### config.mk
export PLATFORM = sky130hd
export DESIGN_NAME = spim_top
export DESIGN_NICKNAME = d
export VERILOG_FILES = /design/src/spim_pkg.sv /design/src/spim_reg.sv /design/src/spim_shift.sv /design/src/spim_rx_fifo.sv /design/src/spim_top.sv
export SDC_FILE = /design/constraint.sdc
export NUM_CORES = 1
export LEC_CHECK = 0
export BUFFER_PORTS_ARGS = -buffer_cell sky130_fd_sc_hd__buf_2
export CELL_PAD_IN_SITES_DETAIL_PLACEMENT = 1
export CELL_PAD_IN_SITES_GLOBAL_PLACEMENT = 1
export CORE_MARGIN = 1
export CORE_UTILIZATION = 46
export CTS_BUF_LIST = sky130_fd_sc_hd__clkbuf_16
export DETAILED_ROUTE_END_ITERATION = 6
export GPL_TIMING_DRIVEN = 0
export PLACE_DENSITY_LB_ADDON = 0.1
export SYNTH_ARGS = -nofsm -noshare
export SYNTH_HDL_FRONTEND = slang
export SYNTH_SLANG_ARGS = --single-unit
### constraint.sdc
create_clock -name aclk -period 3.3 [get_ports aclk]
set_clock_uncertainty 0.1 [all_clocks]
set_input_delay 0.165 -clock aclk [delete_from_list [all_inputs] [get_ports aclk]]
set_output_delay 0.165 -clock aclk [all_outputs]
set_load 0.1 [all_outputs]
### src/spim_pkg.sv
`default_nettype none

package spim_pkg;

  ////////////////////////////////////////////////////////////
  // widths with a meaning
  ////////////////////////////////////////////////////////////

  // register byte address on the host bus
  typedef logic [15:0] reg_addr_t;
  // host bus data word
  typedef logic [31:0] reg_data_t;
  // one byte on the wire
  typedef logic [7:0]  spi_byte_t;
  // sclk half-period minus one, in aclk cycles
  typedef logic [3:0]  clk_div_t;

  // shift engine states
  typedef enum logic [1:0] {
    ST_IDLE,
    ST_LEAD,
    ST_SHIFT,
    ST_TRAIL
  } shift_state_t;

  ////////////////////////////////////////////////////////////
  // register map
  ////////////////////////////////////////////////////////////

  localparam reg_addr_t ADDR_CMD         = 16'h0000;
  localparam reg_addr_t ADDR_STATUS      = 16'h0004;
  localparam reg_addr_t ADDR_RX_DATA     = 16'h0020;
  localparam reg_addr_t ADDR_RBUF_STATUS = 16'h0048;
  localparam reg_addr_t ADDR_RBUF_CTRL   = 16'h004C;

  // unmapped address or read strobe low
  localparam reg_data_t READ_DEFAULT = 32'hdead_beef;

endpackage

`default_nettype wire

### src/spim_reg.sv
`default_nettype none

module spim_reg #(
  parameter int FIFO_ADDR_WIDTH = 2
) (
  input  logic                     aclk,
  input  logic                     arst_n,
  // host bus
  input  spim_pkg::reg_addr_t      addr,
  input  spim_pkg::reg_data_t      wdata,
  input  logic                     write,
  input  logic                     read,
  output spim_pkg::reg_data_t      rdata,
  // shift engine
  input  logic                     busy,
  input  logic                     done_pulse,
  output logic                     start_pulse,
  output spim_pkg::spi_byte_t      tx_byte,
  output spim_pkg::clk_div_t       clk_div,
  // receive buffer
  input  spim_pkg::spi_byte_t      head,
  input  logic [FIFO_ADDR_WIDTH:0] level,
  input  logic                     overflow_sticky,
  input  logic                     underflow_sticky,
  output logic                     pop,
  output logic                     soft_reset
);

  import spim_pkg::*;

  // command word, bit 0 start, 7:4 divider, 15:8 tx byte
  logic [15:0] cmd_q;
  reg_data_t   rbuf_status;
  reg_data_t   rbuf_ctrl;
  reg_data_t   status_word;
  logic        we_cmd;
  logic        we_rbuf_ctrl;

  ////////////////////////////////////////////////////////////
  // write decode
  ////////////////////////////////////////////////////////////

  assign we_cmd       = write && (addr == ADDR_CMD);
  assign we_rbuf_ctrl = write && (addr == ADDR_RBUF_CTRL);

  // reading the data port consumes the head entry
  assign pop = read && (addr == ADDR_RX_DATA);

  assign tx_byte    = cmd_q[15:8];
  assign clk_div    = cmd_q[7:4];
  assign soft_reset = rbuf_ctrl[0];

  // command register
  always_ff @(posedge aclk or negedge arst_n) begin
    if (!arst_n) begin
      cmd_q <= '0;
    end else if (we_cmd) begin
      // a fresh write wins over the end-of-transfer clear
      cmd_q <= wdata[15:0];
    end else if (done_pulse) begin
      cmd_q[0] <= 1'b0;
    end
  end

  // kick the engine only when it is idle
  // start written while busy just stays in cmd_q
  always_ff @(posedge aclk or negedge arst_n) begin
    if (!arst_n) begin
      start_pulse <= 1'b0;
    end else begin
      start_pulse <= we_cmd && wdata[0] && !busy;
    end
  end

  // buffer control, bit 0 soft reset held as a level
  always_ff @(posedge aclk or negedge arst_n) begin
    if (!arst_n) begin
      rbuf_ctrl <= '0;
    end else if (we_rbuf_ctrl) begin
      rbuf_ctrl <= wdata;
    end
  end

  // buffer status snapshot
  // level in bits 8 and up, overflow bit 1, underflow bit 0
  always_ff @(posedge aclk or negedge arst_n) begin
    if (!arst_n) begin
      rbuf_status <= '0;
    end else begin
      rbuf_status <= {{(23 - FIFO_ADDR_WIDTH){1'b0}}, level, 6'b0,
                      overflow_sticky, underflow_sticky};
    end
  end

  ////////////////////////////////////////////////////////////
  // read mux
  ////////////////////////////////////////////////////////////

  // transfer counts as in flight from the kick until the push
  assign status_word = {30'b0, (level != '0), (start_pulse || busy || done_pulse)};

  always_comb begin
    rdata = READ_DEFAULT;
    if (read) begin
      case (addr)
        ADDR_CMD:         rdata = {16'b0, cmd_q};
        ADDR_STATUS:      rdata = status_word;
        ADDR_RX_DATA:     rdata = {24'b0, head};
        ADDR_RBUF_STATUS: rdata = rbuf_status;
        ADDR_RBUF_CTRL:   rdata = rbuf_ctrl;
        default:          rdata = READ_DEFAULT;
      endcase
    end
  end

endmodule

`default_nettype wire

### src/spim_shift.sv
`default_nettype none

module spim_shift (
  input  logic                aclk,
  input  logic                arst_n,
  input  logic                start_pulse,
  input  spim_pkg::spi_byte_t tx_byte,
  input  spim_pkg::clk_div_t  clk_div,
  output logic                busy,
  output logic                done_pulse,
  output spim_pkg::spi_byte_t rx_byte,
  output logic                sclk,
  output logic                mosi,
  output logic                cs_n,
  input  logic                miso
);

  import spim_pkg::*;

  shift_state_t state;
  clk_div_t     hp_cnt;
  clk_div_t     div_q;
  logic [2:0]   bit_cnt;
  spi_byte_t    tx_sr;
  spi_byte_t    rx_sr;
  logic         hp_end;

  // last cycle of the current half-period
  assign hp_end = (hp_cnt == div_q);

  assign busy    = (state != ST_IDLE);
  assign mosi    = tx_sr[7];
  assign rx_byte = rx_sr;

  ////////////////////////////////////////////////////////////
  // control FSM
  ////////////////////////////////////////////////////////////

  always_ff @(posedge aclk or negedge arst_n) begin
    if (!arst_n) begin
      state      <= ST_IDLE;
      hp_cnt     <= '0;
      bit_cnt    <= '0;
      sclk       <= 1'b0;
      cs_n       <= 1'b1;
      done_pulse <= 1'b0;
    end else begin
      done_pulse <= 1'b0;
      if (state != ST_IDLE) begin
        hp_cnt <= hp_end ? '0 : hp_cnt + 1'b1;
      end
      case (state)
        ST_IDLE: begin
          if (start_pulse) begin
            state   <= ST_LEAD;
            hp_cnt  <= '0;
            bit_cnt <= '0;
            cs_n    <= 1'b0;
          end
        end
        // low half of bit 7, mosi already valid
        ST_LEAD: begin
          if (hp_end) begin
            sclk  <= 1'b1;
            state <= ST_SHIFT;
          end
        end
        ST_SHIFT: begin
          if (hp_end) begin
            sclk <= !sclk;
            // falling edge closes a bit
            if (sclk && (bit_cnt == 3'd7)) begin
              state <= ST_TRAIL;
            end else if (sclk) begin
              bit_cnt <= bit_cnt + 1'b1;
            end
          end
        end
        // one low half-period before deselect
        ST_TRAIL: begin
          if (hp_end) begin
            state      <= ST_IDLE;
            cs_n       <= 1'b1;
            done_pulse <= 1'b1;
          end
        end
        default: state <= ST_IDLE;
      endcase
    end
  end

  ////////////////////////////////////////////////////////////
  // data path
  ////////////////////////////////////////////////////////////

  always_ff @(posedge aclk) begin
    if ((state == ST_IDLE) && start_pulse) begin
      // snapshot so later command writes do not disturb the transfer
      tx_sr <= tx_byte;
      div_q <= clk_div;
    end
    // sample miso on the edge that raises sclk
    if (hp_end && !sclk && ((state == ST_LEAD) || (state == ST_SHIFT))) begin
      rx_sr <= {rx_sr[6:0], miso};
    end
    // next bit out on falling sclk, msb first
    if (hp_end && sclk && (state == ST_SHIFT) && (bit_cnt != 3'd7)) begin
      tx_sr <= {tx_sr[6:0], 1'b0};
    end
  end

endmodule

`default_nettype wire

### src/spim_rx_fifo.sv
`default_nettype none

module spim_rx_fifo #(
  parameter int FIFO_ADDR_WIDTH = 2
) (
  input  logic                     aclk,
  input  logic                     arst_n,
  input  logic                     push,
  input  spim_pkg::spi_byte_t      data_in,
  input  logic                     pop,
  input  logic                     soft_reset,
  output spim_pkg::spi_byte_t      head,
  output logic [FIFO_ADDR_WIDTH:0] level,
  output logic                     overflow_sticky,
  output logic                     underflow_sticky
);

  import spim_pkg::*;

  localparam int DEPTH = 1 << FIFO_ADDR_WIDTH;

  spi_byte_t                  mem [DEPTH];
  logic [FIFO_ADDR_WIDTH-1:0] wr_ptr;
  logic [FIFO_ADDR_WIDTH-1:0] rd_ptr;
  logic                       full;
  logic                       empty;
  logic                       do_push;
  logic                       do_pop;

  // level tops out at DEPTH so its msb alone marks full
  assign full  = level[FIFO_ADDR_WIDTH];
  assign empty = (level == '0);

  assign do_push = push && !full && !soft_reset;
  assign do_pop  = pop && !empty && !soft_reset;

  // empty reads give zero
  assign head = empty ? '0 : mem[rd_ptr];

  always_ff @(posedge aclk) begin
    if (do_push) begin
      mem[wr_ptr] <= data_in;
    end
  end

  ////////////////////////////////////////////////////////////
  // pointers, fill level, sticky flags
  ////////////////////////////////////////////////////////////

  always_ff @(posedge aclk or negedge arst_n) begin
    if (!arst_n) begin
      wr_ptr           <= '0;
      rd_ptr           <= '0;
      level            <= '0;
      overflow_sticky  <= 1'b0;
      underflow_sticky <= 1'b0;
    end else if (soft_reset) begin
      // host-driven flush, holds while the bit is set
      wr_ptr           <= '0;
      rd_ptr           <= '0;
      level            <= '0;
      overflow_sticky  <= 1'b0;
      underflow_sticky <= 1'b0;
    end else begin
      if (do_push) begin
        wr_ptr <= wr_ptr + 1'b1;
      end
      if (do_pop) begin
        rd_ptr <= rd_ptr + 1'b1;
      end
      if (do_push && !do_pop) begin
        level <= level + 1'b1;
      end else if (do_pop && !do_push) begin
        level <= level - 1'b1;
      end
      // dropped byte
      if (push && full) begin
        overflow_sticky <= 1'b1;
      end
      // read of nothing
      if (pop && empty) begin
        underflow_sticky <= 1'b1;
      end
    end
  end

endmodule

`default_nettype wire

### src/spim_top.sv
`default_nettype none

module spim_top #(
  parameter int FIFO_ADDR_WIDTH = 2
) (
  input  logic                aclk,
  input  logic                arst_n,
  // host bus
  input  spim_pkg::reg_addr_t addr,
  input  spim_pkg::reg_data_t wdata,
  input  logic                write,
  input  logic                read,
  output spim_pkg::reg_data_t rdata,
  // spi pins
  output logic                sclk,
  output logic                mosi,
  input  logic                miso,
  output logic                cs_n
);

  // reg block to shift engine
  logic                       start_pulse;
  spim_pkg::spi_byte_t        tx_byte;
  spim_pkg::clk_div_t         clk_div;
  logic                       busy;
  logic                       done_pulse;
  spim_pkg::spi_byte_t        rx_byte;
  // reg block and receive buffer
  logic                       pop;
  logic                       soft_reset;
  spim_pkg::spi_byte_t        head;
  logic [FIFO_ADDR_WIDTH:0]   level;
  logic                       overflow_sticky;
  logic                       underflow_sticky;

  ////////////////////////////////////////////////////////////
  // decode, execute, result
  ////////////////////////////////////////////////////////////

  spim_reg #(
    .FIFO_ADDR_WIDTH (FIFO_ADDR_WIDTH)
  ) i_spim_reg (
    .aclk             (aclk),
    .arst_n           (arst_n),
    .addr             (addr),
    .wdata            (wdata),
    .write            (write),
    .read             (read),
    .rdata            (rdata),
    .busy             (busy),
    .done_pulse       (done_pulse),
    .start_pulse      (start_pulse),
    .tx_byte          (tx_byte),
    .clk_div          (clk_div),
    .head             (head),
    .level            (level),
    .overflow_sticky  (overflow_sticky),
    .underflow_sticky (underflow_sticky),
    .pop              (pop),
    .soft_reset       (soft_reset)
  );

  spim_shift i_spim_shift (
    .aclk        (aclk),
    .arst_n      (arst_n),
    .start_pulse (start_pulse),
    .tx_byte     (tx_byte),
    .clk_div     (clk_div),
    .busy        (busy),
    .done_pulse  (done_pulse),
    .rx_byte     (rx_byte),
    .sclk        (sclk),
    .mosi        (mosi),
    .cs_n        (cs_n),
    .miso        (miso)
  );

  // every finished transfer pushes its received byte
  spim_rx_fifo #(
    .FIFO_ADDR_WIDTH (FIFO_ADDR_WIDTH)
  ) i_spim_rx_fifo (
    .aclk             (aclk),
    .arst_n           (arst_n),
    .push             (done_pulse),
    .data_in          (rx_byte),
    .pop              (pop),
    .soft_reset       (soft_reset),
    .head             (head),
    .level            (level),
    .overflow_sticky  (overflow_sticky),
    .underflow_sticky (underflow_sticky)
  );

endmodule

`default_nettype wire

; Word level (Yosys, flattened, before mapping)
; Memory sizes are Yosys's and may differ from the RTL's.
; Index checks and enable logic that the tools add are counted.
; W data, S select, Z words.
[totals]
output_inout_bits = 35
memories = 1
regBits = 95
input_bits = 53
mem_bits_rw = 32
wordCells = 135
[mem_list]
columns = name, words, width, rd, rd_ports_with_merged_regs, write_ports, line
row1 = i_spim_rx_fifo.mem, 4, 8, 1, 0, 1, spim_rx_fifo.sv:22  ; spi_byte_t mem [DEPTH];
[op_classes]
n_addsub = 6
n_reduce_logical = 49
eq_ne = 17
muxes = 42
[op_table]
columns = op, n
row1 = $pmux W32 S5, 1
row2 = $eq A16 B7 Y1 const B, 2
row3 = $mux W32, 1
row4 = $mux W8, 3
row5 = $mux W3, 7
row6 = $logic_and A1 B1 Y1, 20
row7 = $reduce_bool A2 Y1, 10
row8 = $mux W2, 9
row9 = $eq A16 B3 Y1 const B, 1
row10 = $eq A16 B6 Y1 const B, 1
row11 = $logic_not A16 Y1, 1
row12 = $mux W4, 4
row13 = $mux W1, 13
row14 = $ne A2 B1 Y1 const B, 5
row15 = $reduce_and A5 Y1, 2
row16 = $pmux W2 S4, 1
row17 = $logic_not A1 Y1, 7
row18 = $add A3 B1 Y3 const B, 2
row19 = $pmux W3 S2, 1
row20 = $reduce_and A3 Y1, 2
row21 = $reduce_bool A3 Y1, 2
row22 = $add A2 B1 Y2 const B, 2
row23 = $add A4 B1 Y4 const B, 1
row24 = $eq A2 B2 Y1 const B, 2
row25 = other kinds (10), 14

; Depth between registers and ports, before layout
; Gate-level depths: netlist (run 1).
[depth]
word_depth = 8
ltp_mapped = 8
depth_no_buf = 7

; Hierarchy
; From an unflattened synthesis (run 1), not the netlist that was laid out.
[hier_totals]
cells_unflattened = 449
area_unflattened_um2 = 5997.0
[modules_own_cells]
columns = module, instances, area_each_um2, cells_each
row1 = spim_reg, 1, 2696.3, 205
row2 = spim_rx_fifo, 1, 1825.5, 117
row3 = spim_shift, 1, 1475.2, 127

; Worst setup path after synthesis (run 1)
; OpenSTA, ideal clock, no wires.
[synth_timing]
kind = input -> output
from = input port addr[9]
to = output port rdata[4]
stages = 6
path_slack_ns = -0.815
arrival_time_ns = 3.850
required_ns = 3.035
path_cell_list = or4_1 > clkbuf_1 > or4_4 > buf_6 > a21oi_4 > a21boi_0
[synth_between]
elab_chain_cells = 3
elab_cells_between_ends = 7
[synth_lines]
columns = element, line
row1 = from (decl), spim_top.sv:9  ; input spim_pkg::reg_addr_t addr,
row2 = "$eq A16 B7 Y1, or another cell as far along", spim_reg.sv:105  ; case (addr)
row3 = $pmux W32 S5 *, spim_reg.sv:105
row4 = $mux W32 *, spim_reg.sv:104  ; if (read) begin
row5 = to (decl), spim_top.sv:13  ; output spim_pkg::reg_data_t rdata,
; Mark *: on every way between the ends. The rest lies on a longest branch, timed or not.

; Worst setup path after layout (run 1)
[layout_timing]
from = input port addr[9]
to = output port rdata[2]
; The elaborated chain is that of the path after synthesis.

==> results.py, run 1 <==
metrics = {
    "clock_tree": {
        "clock_latency_ns": 0.42,
        "path_clk_slew_ns": 0.06,
        "cts_max_level": 4,
        "root_buffer": "clkbuf_16",
        "cts.path.max_buffers": 2,
        "cts_sinks": 127,
        "cts_tree": "yes",
        "cts_buffers": 17,
    },
    "power_and_ir_drop": {
        "leakage_uw": 0.00311,
        "peakVddDrop_v": 0.000636,
        "power.internal_uw": 3330,
        "p_comb_frac": 0.167,
        "clkPwrFrac": 0.420,
        "powerDensity_nw_per_um2": 619,
        "p_sw_frac": 0.284,
        "seqPwrFrac": 0.413,
        "p_sw_uw": 1320,
    },
    "cells_and_area": {
        "fillers": 1284,
        "fin_area_um2": 7510,
        "num_antenna_cells": 0,
        "area_growth_pct": 27.9,
        "seq_area_um2": 3430,
        "multiInputGateArea_um2": 2290,
        "nets": 675,
        "drive_gt1_frac": 0.307,
        "final_cells": 790,
    },
    "run_status": {
        "status": "finished, final reports clean",
    },
    "sta": {
        "setup_slack_ns": 0.185,
        "max_freq_mhz": 321,
        "setup_viol": 0,
        "drv_slew": 0,
        "whs_ns": 0.0257,
        "post-route-period-util": 0.944,
        "fin_crit_ns": 3.11,
        "slew_headroom": 0.311,
        "hold_viol": 0,
        "grt_setup_unrepaired": "no",
        "worst_pin_slew_ns": 1.02,
    },
    "synth": {
        "synth_largest_area_cell": "dfrtp_1",
        "synth_top_cell_area_share": 0.315,
        "ys_seq_area_frac": 0.584,
        "synth-edff-count": 51,
        "syn_nets": 536,
        "synthCells": 470,
        "yosys_warnings": 0,
        "synth.distinct_cells": 55,
        "synth_seq_cells": 127,
        "synth_area_leaders": "dfrtp_1, edfxtp_1, mux2_2",
        "synth_area_um2": 5870,
        "yosysMostFrequentCell": "dfrtp_1",
        "synth_common_cells": "dfrtp_1, nand2_1, edfxtp_1",
        "synth-main-ff-cell": "dfrtp_1",
        "syn_area_per_cell_um2": 12.5,
        "synthArstFlopShare": 0.591,
    },
    "drt": {
        "ant_nets": 0,
        "firstDrtPassIters": 4,
        "drtIter0Drc": 276,
        "wire_per_inst_um": 21.3,
        "num_vias": 4404,
        "drt_wl_total_um": 16900,
        "drc": 0,
        "via_per_inst": 5.57,
    },
    "hold_path": {
        "min_path_type": "in2async",
    },
    "setup_path": {
        "critPathLaunchType": "input port",
        "critical-path-slowest-cell": "or4_4",
        "worstPathRequired_ns": 3.03,
        "cp_data_arrival_time_ns": 2.85,
        "worst-setup-path-type": "in2out",
        "slowest_delay_ns": 0.54,
        "path_delay_family": "simple AND/OR/NAND/NOR gates",
        "cp_max_fo": 10,
        "cp_cell_sequence": "buf_2 > or4_1 > clkbuf_1 > or4_4 > buf_6 > a21oi_4 > buf_2 > nand3_1 > buf_2",
        "r2r-start": "i_spim_rx_fifo.level[2]",
        "path_common_cell": "buf_2",
        "critPathBufInv": 5,
        "reg2reg_slack_ns": 0.32,
        "cp-startpoint": "addr[9]",
        "end_kind": "primary output",
    },
    "grt": {
        "grtUsageTotal": 0.274,
        "grt_max_degree": 69,
        "grt_pass1_wl_um": 26300,
        "first_global_vias": 4861,
        "grt-ovfl-total": 0,
        "antenna_found_initial": 0,
    },
    "placement": {
        "placed_area_um2": 6550,
        "port_buffers": 85,
        "placedCellCount": 724,
        "place_ws_ns": -0.0437,
        "dpl.hpwl_um": 11000,
        "gp_congestion": 0.842,
    },
    "die": {
        "start_util": 0.481,
        "rows": 40,
        "io_pins": 88,
        "coreArea_um2": 12200,
        "die_h_um": 115,
        "die_area_um2": 13200,
        "die_x_um": 115,
    },
    "job": {
        "maxCapViolCount": 0,
    },
}
==> logic make-up after synthesis <==
group / synth area share
AOI/OAI and AO/OA: 0.0737
xor gates and xnor gates: 0.00746
adders and majority gates: 0.0290
buffers and inverters: 0.0303
DFF: 0.584
muxes: 0.130
and+or+nand+nor: 0.146
==> sequential cells by signal (all words and copies together), names as in the netlist <==
| name | count |
|---|---|
| i_spim_shift.rx_byte | 8 |
| i_spim_reg.start_pulse | 1 |
| i_spim_shift.hp_cnt | 4 |
| i_spim_rx_fifo.rd_ptr | 2 |
| i_spim_shift.state | 2 |
| i_spim_shift.div_q | 4 |
| i_spim_rx_fifo.overflow_sticky | 1 |
| i_spim_shift.tx_sr | 8 |
| i_spim_shift.bit_cnt | 3 |
| i_spim_shift.done_pulse | 1 |
| i_spim_shift.cs_n | 1 |
| i_spim_rx_fifo.wr_ptr | 2 |
| i_spim_reg.rbuf_status | 5 |
| i_spim_reg.cmd_q | 16 |
| i_spim_reg.rbuf_ctrl | 32 |
| i_spim_rx_fifo.mem | 32 |
| i_spim_rx_fifo.underflow_sticky | 1 |
| i_spim_shift.sclk | 1 |
| i_spim_rx_fifo.level | 3 |
==> routing by layer <==
layer / vias to the layer above / global-route usage / routed length (um)
met5: - / 0 / 0
met4: 0 / 0.0900 / 257
met3: 26 / 0.0617 / 551
met2: 84 / 0.500 / 9300
met1: 2280 / 0.320 / 6750
li1: 2014 / - / -
==> path summary, 6_finish.rpt <==
| check | to | cells after the start |
|---|---|---|
| setup / recovery | rdata[2] | 9 |
| hold / removal | i_spim_shift.hp_cnt[3] | 2 |
| setup reg to reg | i_spim_rx_fifo.level[1] | 8 |
| hold reg to reg | i_spim_reg.rbuf_status[1] | 0 |
| max in group asynchronous | i_spim_shift.cs_n | 3 |
| min in group aclk | i_spim_reg.start_pulse | 3 |
==> cell type report <==
type | instances | area share
multi-input cells | 306 | 0.305
inverters | 11 | 0.00550
clock buffers | 17 | 0.0566
well taps | 168 | 0.0280
repair buffers | 120 | 0.106
flip-flops and latches | 127 | 0.457
plain buffers | 26 | 0.0183
clock inverters | 15 | 0.0238
==> placed cells by master, fill, tap and decap left out, types with 3 or more instances in the layout <==
| cell type | netlist | routed |
|---|---|---|
| o211ai_1 | 5 | 5 |
| o21ai_0 | 12 | 12 |
| clkbuf_16 | 0 | 17 |
| nor4_1 | 8 | 6 |
| buf_6 | 3 | 3 |
| buf_2 | 4 | 88 |
| buf_4 | 3 | 4 |
| nand4_1 | 5 | 5 |
| nand3b_1 | 3 | 3 |
| a22oi_1 | 6 | 6 |
| and3_1 | 7 | 7 |
| nand4b_1 | 4 | 4 |
| dlygate4sd3_1 | 0 | 34 |
| nor2_1 | 20 | 20 |
| clkinv_1 | 1 | 3 |
| mux2_2 | 48 | 48 |
| inv_1 | 10 | 14 |
| nor2b_1 | 5 | 5 |
| bufinv_16 | 0 | 4 |
| dfrtp_1 | 74 | 74 |
| clkinvlp_4 | 0 | 3 |
| clkbuf_1 | 14 | 13 |
| nand2_1 | 65 | 65 |
| nor3_1 | 7 | 7 |
| nand2b_1 | 5 | 5 |
| mux4_2 | 8 | 8 |
| edfxtp_1 | 51 | 51 |
| or4_1 | 4 | 4 |
| xnor2_1 | 5 | 5 |
| nand3_1 | 16 | 16 |
| and2_1 | 5 | 5 |
| ha_1 | 12 | 12 |
| a21oi_1 | 12 | 12 |
| a32oi_1 | 8 | 8 |
==> worst reg2reg max path: stages, from the launching register on <==
cell	delay, ns
dfrtp_1	0.48
or3_1	0.21
nor4b_2	0.46
clkbuf_1	0.46
a21boi_0	0.23
fa_1	0.59
nor3_1	0.06
o211ai_1	0.21
nand2_1	0.07
==> repair_timing <==
item	4_1_cts	5_1_grt
cloned	0	0
endpoints found under the hold margin	124	0
endpoints found under the setup margin	12	11
gates resized for setup	2	2
hold buffers	34	0
setup buffers	0	0
==> stage by stage <==
step	setup TNS [ns]	power, uW	utilization
3_3_place_gp	-0.0448	2620	0.533
2_1_floorplan	-0.481	2430	-
3_5_place_dp	-0.0437	2690	0.536
6_report	0	4650	0.615
4_1_cts	0	4670	0.614
5_1_grt	0	4830	0.615
==> power groups by stage <==
stage / registers, uW / clock network, uW / logic, uW
floorplan: 1990 / 0 / 442
global placement: 1930 / 0 / 691
detailed placement: 1950 / 0 / 744
CTS: 1920 / 1970 / 784
global route: 1940 / 2030 / 861
finish: 1920 / 1950 / 778
Power figures use the tool's default switching activity.
==> run 2, diff against run 1 <==
--- a/config.mk
+++ b/config.mk
@@ -5,15 +5,17 @@
 export SDC_FILE = /design/constraint.sdc
 export NUM_CORES = 1
 export LEC_CHECK = 0
-export BUFFER_PORTS_ARGS = -buffer_cell sky130_fd_sc_hd__buf_2
 export CELL_PAD_IN_SITES_DETAIL_PLACEMENT = 1
 export CELL_PAD_IN_SITES_GLOBAL_PLACEMENT = 1
 export CORE_MARGIN = 1
-export CORE_UTILIZATION = 46
+export CORE_UTILIZATION = 51
 export CTS_BUF_LIST = sky130_fd_sc_hd__clkbuf_16
 export DETAILED_ROUTE_END_ITERATION = 6
+export DONT_BUFFER_PORTS = 1
 export GPL_TIMING_DRIVEN = 0
+export HOLD_SLACK_MARGIN = 0.08
 export PLACE_DENSITY_LB_ADDON = 0.1
+export SLEW_MARGIN = 20
 export SYNTH_ARGS = -nofsm -noshare
 export SYNTH_HDL_FRONTEND = slang
 export SYNTH_SLANG_ARGS = --single-unit
==> run 2 against run 1 <==
Clock power down 5%. Die area down 9.6%. Final area down 4.0%. Final cell count decreased by 14%. Maximum frequency down 3.8%. Register-to-register slack better by 0.07 ns. Power fell by 3.0%. Non-clock buffer count down 79. Setup slack lost 0.12 ns. Worst hold slack gained 0.12 ns. Combinational power down 17%. Sequential cell count stayed put. Highest routed layer unchanged.
==> results.py, run 2 (synthesized netlist as in run 1, its figures left out) <==
metrics = {
    "power_and_ir_drop": {
        "p_total_uw": 4510,
        "leakage_uw": 0.00284,
        "powerDensity_nw_per_um2": 625,
        "peakVddDrop_v": 0.000426,
    },
    "die": {
        "start_util": 0.532,
        "io_pins": 88,
        "rows": 38,
        "die_area_um2": 11900,
        "coreArea_um2": 11000,
        "die_x_um": 109,
        "die_h_um": 109,
    },
    "sta": {
        "grt_setup_unrepaired": "yes",
        "drv_slew": 0,
        "worst_pin_slew_ns": 1.06,
        "max_freq_mhz": 309,
        "fin_crit_ns": 3.24,
        "whs_ns": 0.141,
        "hold_viol": 0,
        "setup_viol": 0,
        "post-route-period-util": 0.982,
        "setup_slack_ns": 0.0610,
        "slew_headroom": 0.295,
    },
    "cells_and_area": {
        "num_antenna_cells": 0,
        "layout.cells.most_common": "dfrtp_1",
        "largestRegisters": "i_spim_reg.rbuf_ctrl x32, i_spim_rx_fifo.mem x32, i_spim_reg.cmd_q x16",
        "fillers": 1077,
        "nets": 596,
        "drive_gt1_frac": 0.234,
        "area_growth_pct": 22.8,
        "final_cells": 683,
        "final_cell_mix": "dfrtp_1, nand2_1, edfxtp_1",
    },
    "drt": {
        "drt_wl_total_um": 15700,
        "num_vias": 4103,
        "drc": 0,
        "via_per_inst": 6.01,
        "drtIter0Drc": 212,
        "firstDrtPassIters": 4,
        "ant_nets": 0,
        "wire_per_inst_um": 22.9,
    },
    "grt": {
        "grt_max_degree": 76,
        "grtUsageTotal": 0.285,
        "first_global_vias": 4417,
        "antenna_found_initial": 0,
        "grt-ovfl-total": 0,
        "grt_pass1_wl_um": 24600,
    },
    "setup_path": {
        "worst-setup-path-type": "in2out",
        "ff2ff_path_depth": 8,
        "cp_max_fo": 10,
        "r2r-start": "i_spim_rx_fifo.level[2]",
        "cp-startpoint": "addr[9]",
        "reg2reg_to": "i_spim_rx_fifo.level[1]",
        "end_kind": "primary output",
        "worstPathRequired_ns": 3.03,
        "cp_data_arrival_time_ns": 2.97,
        "critPathLaunchType": "input port",
        "reg2reg_slack_ns": 0.39,
        "cp-endpoint": "rdata[15]",
    },
    "clock_tree": {
        "root_buffer": "clkbuf_16",
        "path_clk_slew_ns": 0.06,
        "cts_sinks": 127,
        "cts_buffers": 17,
        "cts_tree": "yes",
        "clock_latency_ns": 0.42,
        "cts_max_level": 4,
        "post-cts-setup-buffers": 0,
        "cts.path.max_buffers": 2,
    },
    "job": {
        "maxCapViolCount": 0,
    },
    "hold_path": {
        "min_path_type": "in2reg",
    },
    "placement": {
        "dpl.hpwl_um": 9870,
        "gp_congestion": 0.837,
        "placedCellCount": 613,
        "port_buffers": 0,
        "place_ws_ns": -0.0765,
    },
    "run_status": {
        "status": "finished, final reports clean",
    },
}
-- run 2: cell types whose count changed in the layout (fill, tap and decap cells not counted), moves of 2 or more --
cell and change:
nand3_2 +5, nand2_2 +10, o2111ai_1 -2, nand2_1 -10, nand3_1 -5, a21boi_4 +2, dlygate4sd3_1 +3, buf_2 -84
o2111ai_4 +2
-- run 2: cell type report --
type | instances | area (um2) | share of cell area
Tap cell | 140 | 175 | 0.0243
Buffer | 26 | 136 | 0.0189
Inverter | 11 | 41.3 | 0.00572
Timing Repair Buffer | 41 | 448 | 0.0621
Clock buffer | 17 | 425 | 0.0590
Clock inverter | 15 | 154 | 0.0213
Multi-Input combinational cell | 306 | 2400 | 0.333
Sequential cell | 127 | 3430 | 0.475
-- run 2: metal layers --
| layer | GRT usage | up-vias | wire (um) |
|---|---|---|---|
| met5 | 0 | - | 0 |
| li1 | - | 1858 | - |
| met2 | 0.494 | 101 | 8360 |
| met1 | 0.336 | 2111 | 6170 |
| met4 | 0.120 | 0 | 426 |
| met3 | 0.0747 | 33 | 700 |
-- run 2: worst min path at each step --
stage | from | slack (ns) | to | cells past startpoint
2_1_floorplan | arst_n | -0.23 | i_spim_reg.cmd_q[0] | 0
3_3_place_gp | arst_n | -0.23 | i_spim_shift.sclk | 0
3_5_place_dp | arst_n | -0.23 | i_spim_shift.state[0] | 0
4_1_cts | write | 0.16 | i_spim_reg.rbuf_ctrl[31] | 3
5_1_grt | write | 0.18 | i_spim_reg.rbuf_ctrl[31] | 3
6_report | addr[14] | 0.14 | i_spim_rx_fifo.level[0] | 5
-- run 2: power by group --
part / switching, uW / leakage [uW] / total (uW) / internal (uW)
logic: 376 / 0.00108 / 648 / 272
registers: 227 / 0.00147 / 2010 / 1780
clock network: 681 / 0.000285 / 1850 / 1170
total: 1280 / 0.00284 / 4510 / 3220
-- run 2: worst max-delay path, stage by stage --
cell	delay [ns]
or4_1	0.56
clkbuf_1	0.23
or4_4	0.52
buf_6	0.15
a21oi_4	0.34
buf_2	0.36
nand2_1	0.63
-- run 2: through the flow --
| stage | instance area, um2 | TNS, ns | utilization |
|---|---|---|---|
| 2_1_floorplan | 5880 | -0.481 | - |
| 3_3_place_gp | 6050 | -1.85 | 0.549 |
| 3_5_place_dp | 6160 | -0.310 | 0.559 |
| 4_1_cts | 7200 | 0 | 0.653 |
| 5_1_grt | 7210 | -0.0147 | 0.654 |
| 6_report | 7210 | 0 | 0.654 |
-- run 2: timing repair --
item                                    in CTS  in global routing
endpoints found under the setup margin      16                  4
hold buffers                                38                  0
resized for setup                           17                  1
hold endpoints to repair                   128                  0
==> run 3, diff against run 2 <==
--- a/config.mk
+++ b/config.mk
@@ -15,6 +15,7 @@
 export GPL_TIMING_DRIVEN = 0
 export HOLD_SLACK_MARGIN = 0.08
 export PLACE_DENSITY_LB_ADDON = 0.1
+export RECOVER_POWER = 50
 export SLEW_MARGIN = 20
 export SYNTH_ARGS = -nofsm -noshare
 export SYNTH_HDL_FRONTEND = slang
==> run 3 against run 2 <==
The flow now finishes with violations (max-capacitance violations, max-slew violations). Setup slack worse by 0.012 ns. Combinational power down 0.8%. Worst hold slack worse by 0.00071 ns. Largest cell class unchanged. Largest power group unchanged.
==> results.py, run 3 (synthesized netlist as in run 1, its figures left out) <==
metrics = {
    "placement": {
        "placedCellCount": 613,
        "port_buffers": 0,
        "place_ws_ns": -0.0765,
        "dpl.hpwl_um": 9870,
        "gp_congestion": 0.837,
    },
    "sta": {
        "hold_viol": 0,
        "setup_viol": 0,
        "setup_slack_ns": 0.0493,
        "worst_pin_slew_ns": 1.91,
        "grt_setup_unrepaired": "yes",
        "fin_crit_ns": 3.25,
        "drv_slew": 76,
        "max_freq_mhz": 308,
        "slew_headroom": -0.276,
        "post-route-period-util": 0.985,
    },
    "clock_tree": {
        "path_clk_slew_ns": 0.06,
        "cts_max_level": 4,
        "cts_sinks": 127,
        "root_buffer": "clkbuf_16",
        "cts_buffers": 17,
        "clock_latency_ns": 0.42,
        "cts_tree": "yes",
        "post-cts-setup-buffers": 0,
        "cts.path.max_buffers": 2,
    },
    "die": {
        "coreArea_um2": 11000,
        "start_util": 0.532,
        "die_x_um": 109,
        "die_area_um2": 11900,
        "io_pins": 88,
        "rows": 38,
        "die_h_um": 109,
    },
    "grt": {
        "grt-ovfl-total": 0,
        "first_global_vias": 4417,
        "grtUsageTotal": 0.285,
        "antenna_found_initial": 0,
        "grt_max_degree": 76,
        "grt_pass1_wl_um": 24600,
    },
    "cells_and_area": {
        "fillers": 1084,
        "seq_area_um2": 3430,
        "final_cell_mix": "dfrtp_1, nand2_1, edfxtp_1",
        "final_cells": 683,
        "drive_gt1_frac": 0.227,
        "num_antenna_cells": 0,
        "area_growth_pct": 22.1,
        "largestRegisters": "i_spim_reg.rbuf_ctrl x32, i_spim_rx_fifo.mem x32, i_spim_reg.cmd_q x16",
        "multiInputGateArea_um2": 2390,
        "layout.cells.most_common": "dfrtp_1",
        "nets": 596,
    },
    "drt": {
        "drtIter0Drc": 208,
        "wire_per_inst_um": 22.9,
        "ant_nets": 0,
        "num_vias": 4101,
        "drt_wl_total_um": 15600,
        "drc": 0,
        "via_per_inst": 6.00,
        "firstDrtPassIters": 4,
    },
    "setup_path": {
        "cp_cell_sequence": "or4_1 > clkbuf_1 > or4_4 > buf_6 > a21oi_4 > buf_2 > nand2_1",
        "worst-setup-path-type": "in2out",
        "slowest_delay_ns": 0.63,
        "critPathLaunchType": "input port",
        "critical-path-slowest-cell": "nand2_1",
        "cp_max_fo": 10,
        "cp_data_arrival_time_ns": 2.99,
        "worstPathRequired_ns": 3.03,
        "end_kind": "primary output",
    },
    "hold_path": {
        "min_path_type": "in2reg",
    },
    "run_status": {
        "status": "complete, but fails checks",
        "violations": "max-capacitance violations, max-slew violations",
    },
    "job": {
        "maxCapViolCount": 1,
    },
    "power_and_ir_drop": {
        "peakVddDrop_v": 0.000426,
        "leakage_uw": 0.00281,
        "powerDensity_nw_per_um2": 628,
        "p_total_uw": 4500,
    },
}
-- run 3: metrics by stage --
| step | hold WS, ns | TNS (ns) | instance area, um2 | utilization |
|---|---|---|---|---|
| after CTS | 0.163 | 0 | 7200 | 0.653 |
| after floorplan | -0.231 | -0.481 | 5880 | - |
| after detailed placement | -0.228 | -0.310 | 6160 | 0.559 |
| after global routing | 0.164 | -0.0147 | 7170 | 0.650 |
| final | 0.141 | 0 | 7170 | 0.650 |
| after global placement | -0.229 | -1.85 | 6050 | 0.549 |
-- run 3: final cells by class --
type / instances / share of cell area
Buffer: 26 / 0.0190
Clock inverter: 15 / 0.0215
Clock buffer: 17 / 0.0593
Timing Repair Buffer: 41 / 0.0588
Inverter: 11 / 0.00576
Tap cell: 140 / 0.0244
Sequential cell: 127 / 0.478
Multi-Input combinational cell: 306 / 0.333
-- run 3: path summary, 6_finish.rpt --
check	end	cells after the start	slack, ns	start
max	rdata[15]	7	0.05	addr[9]
min	i_spim_rx_fifo.level[0]	4	0.14	read
min reg2reg	i_spim_reg.rbuf_status[1]	0	0.27	i_spim_rx_fifo.overflow_sticky
max in group asynchronous	i_spim_reg.rbuf_ctrl[11]	2	1.25	arst_n
min in group asynchronous	i_spim_shift.state[0]	2	0.71	arst_n
max reg2reg	i_spim_rx_fifo.level[1]	8	0.40	i_spim_rx_fifo.level[2]
-- run 3: per-layer routing --
layer	track usage	vias up	wire (um)	share of wire
met5	0	-	0	0
met4	0.120	0	422	0.027
met3	0.0747	35	662	0.042
met2	0.494	96	8340	0.53
met1	0.336	2109	6220	0.40
li1	-	1861	-	-
-- run 3: report_power, final --
group	total, uW	internal, uW	leakage, uW	switching (uW)
registers	2010	1780	0.00147	227
clock network	1850	1170	0.000285	681
logic	643	268	0.00105	375
total	4500	3220	0.00281	1280
-- run 3: timing repair --
item	in CTS	in global routing
hold buffers	38	0
endpoints found under the hold margin	128	0
endpoints found under the setup margin	16	4
gates resized for setup	17	1
cloned	0	0
-- run 3: worst max-delay path, delay by kind of cell --
family,cells,cell delay [ns]
AND/OR/NAND/NOR,3,1.71
buffers and inverters,3,0.74
AO/OA/AOI/OAI,1,0.35
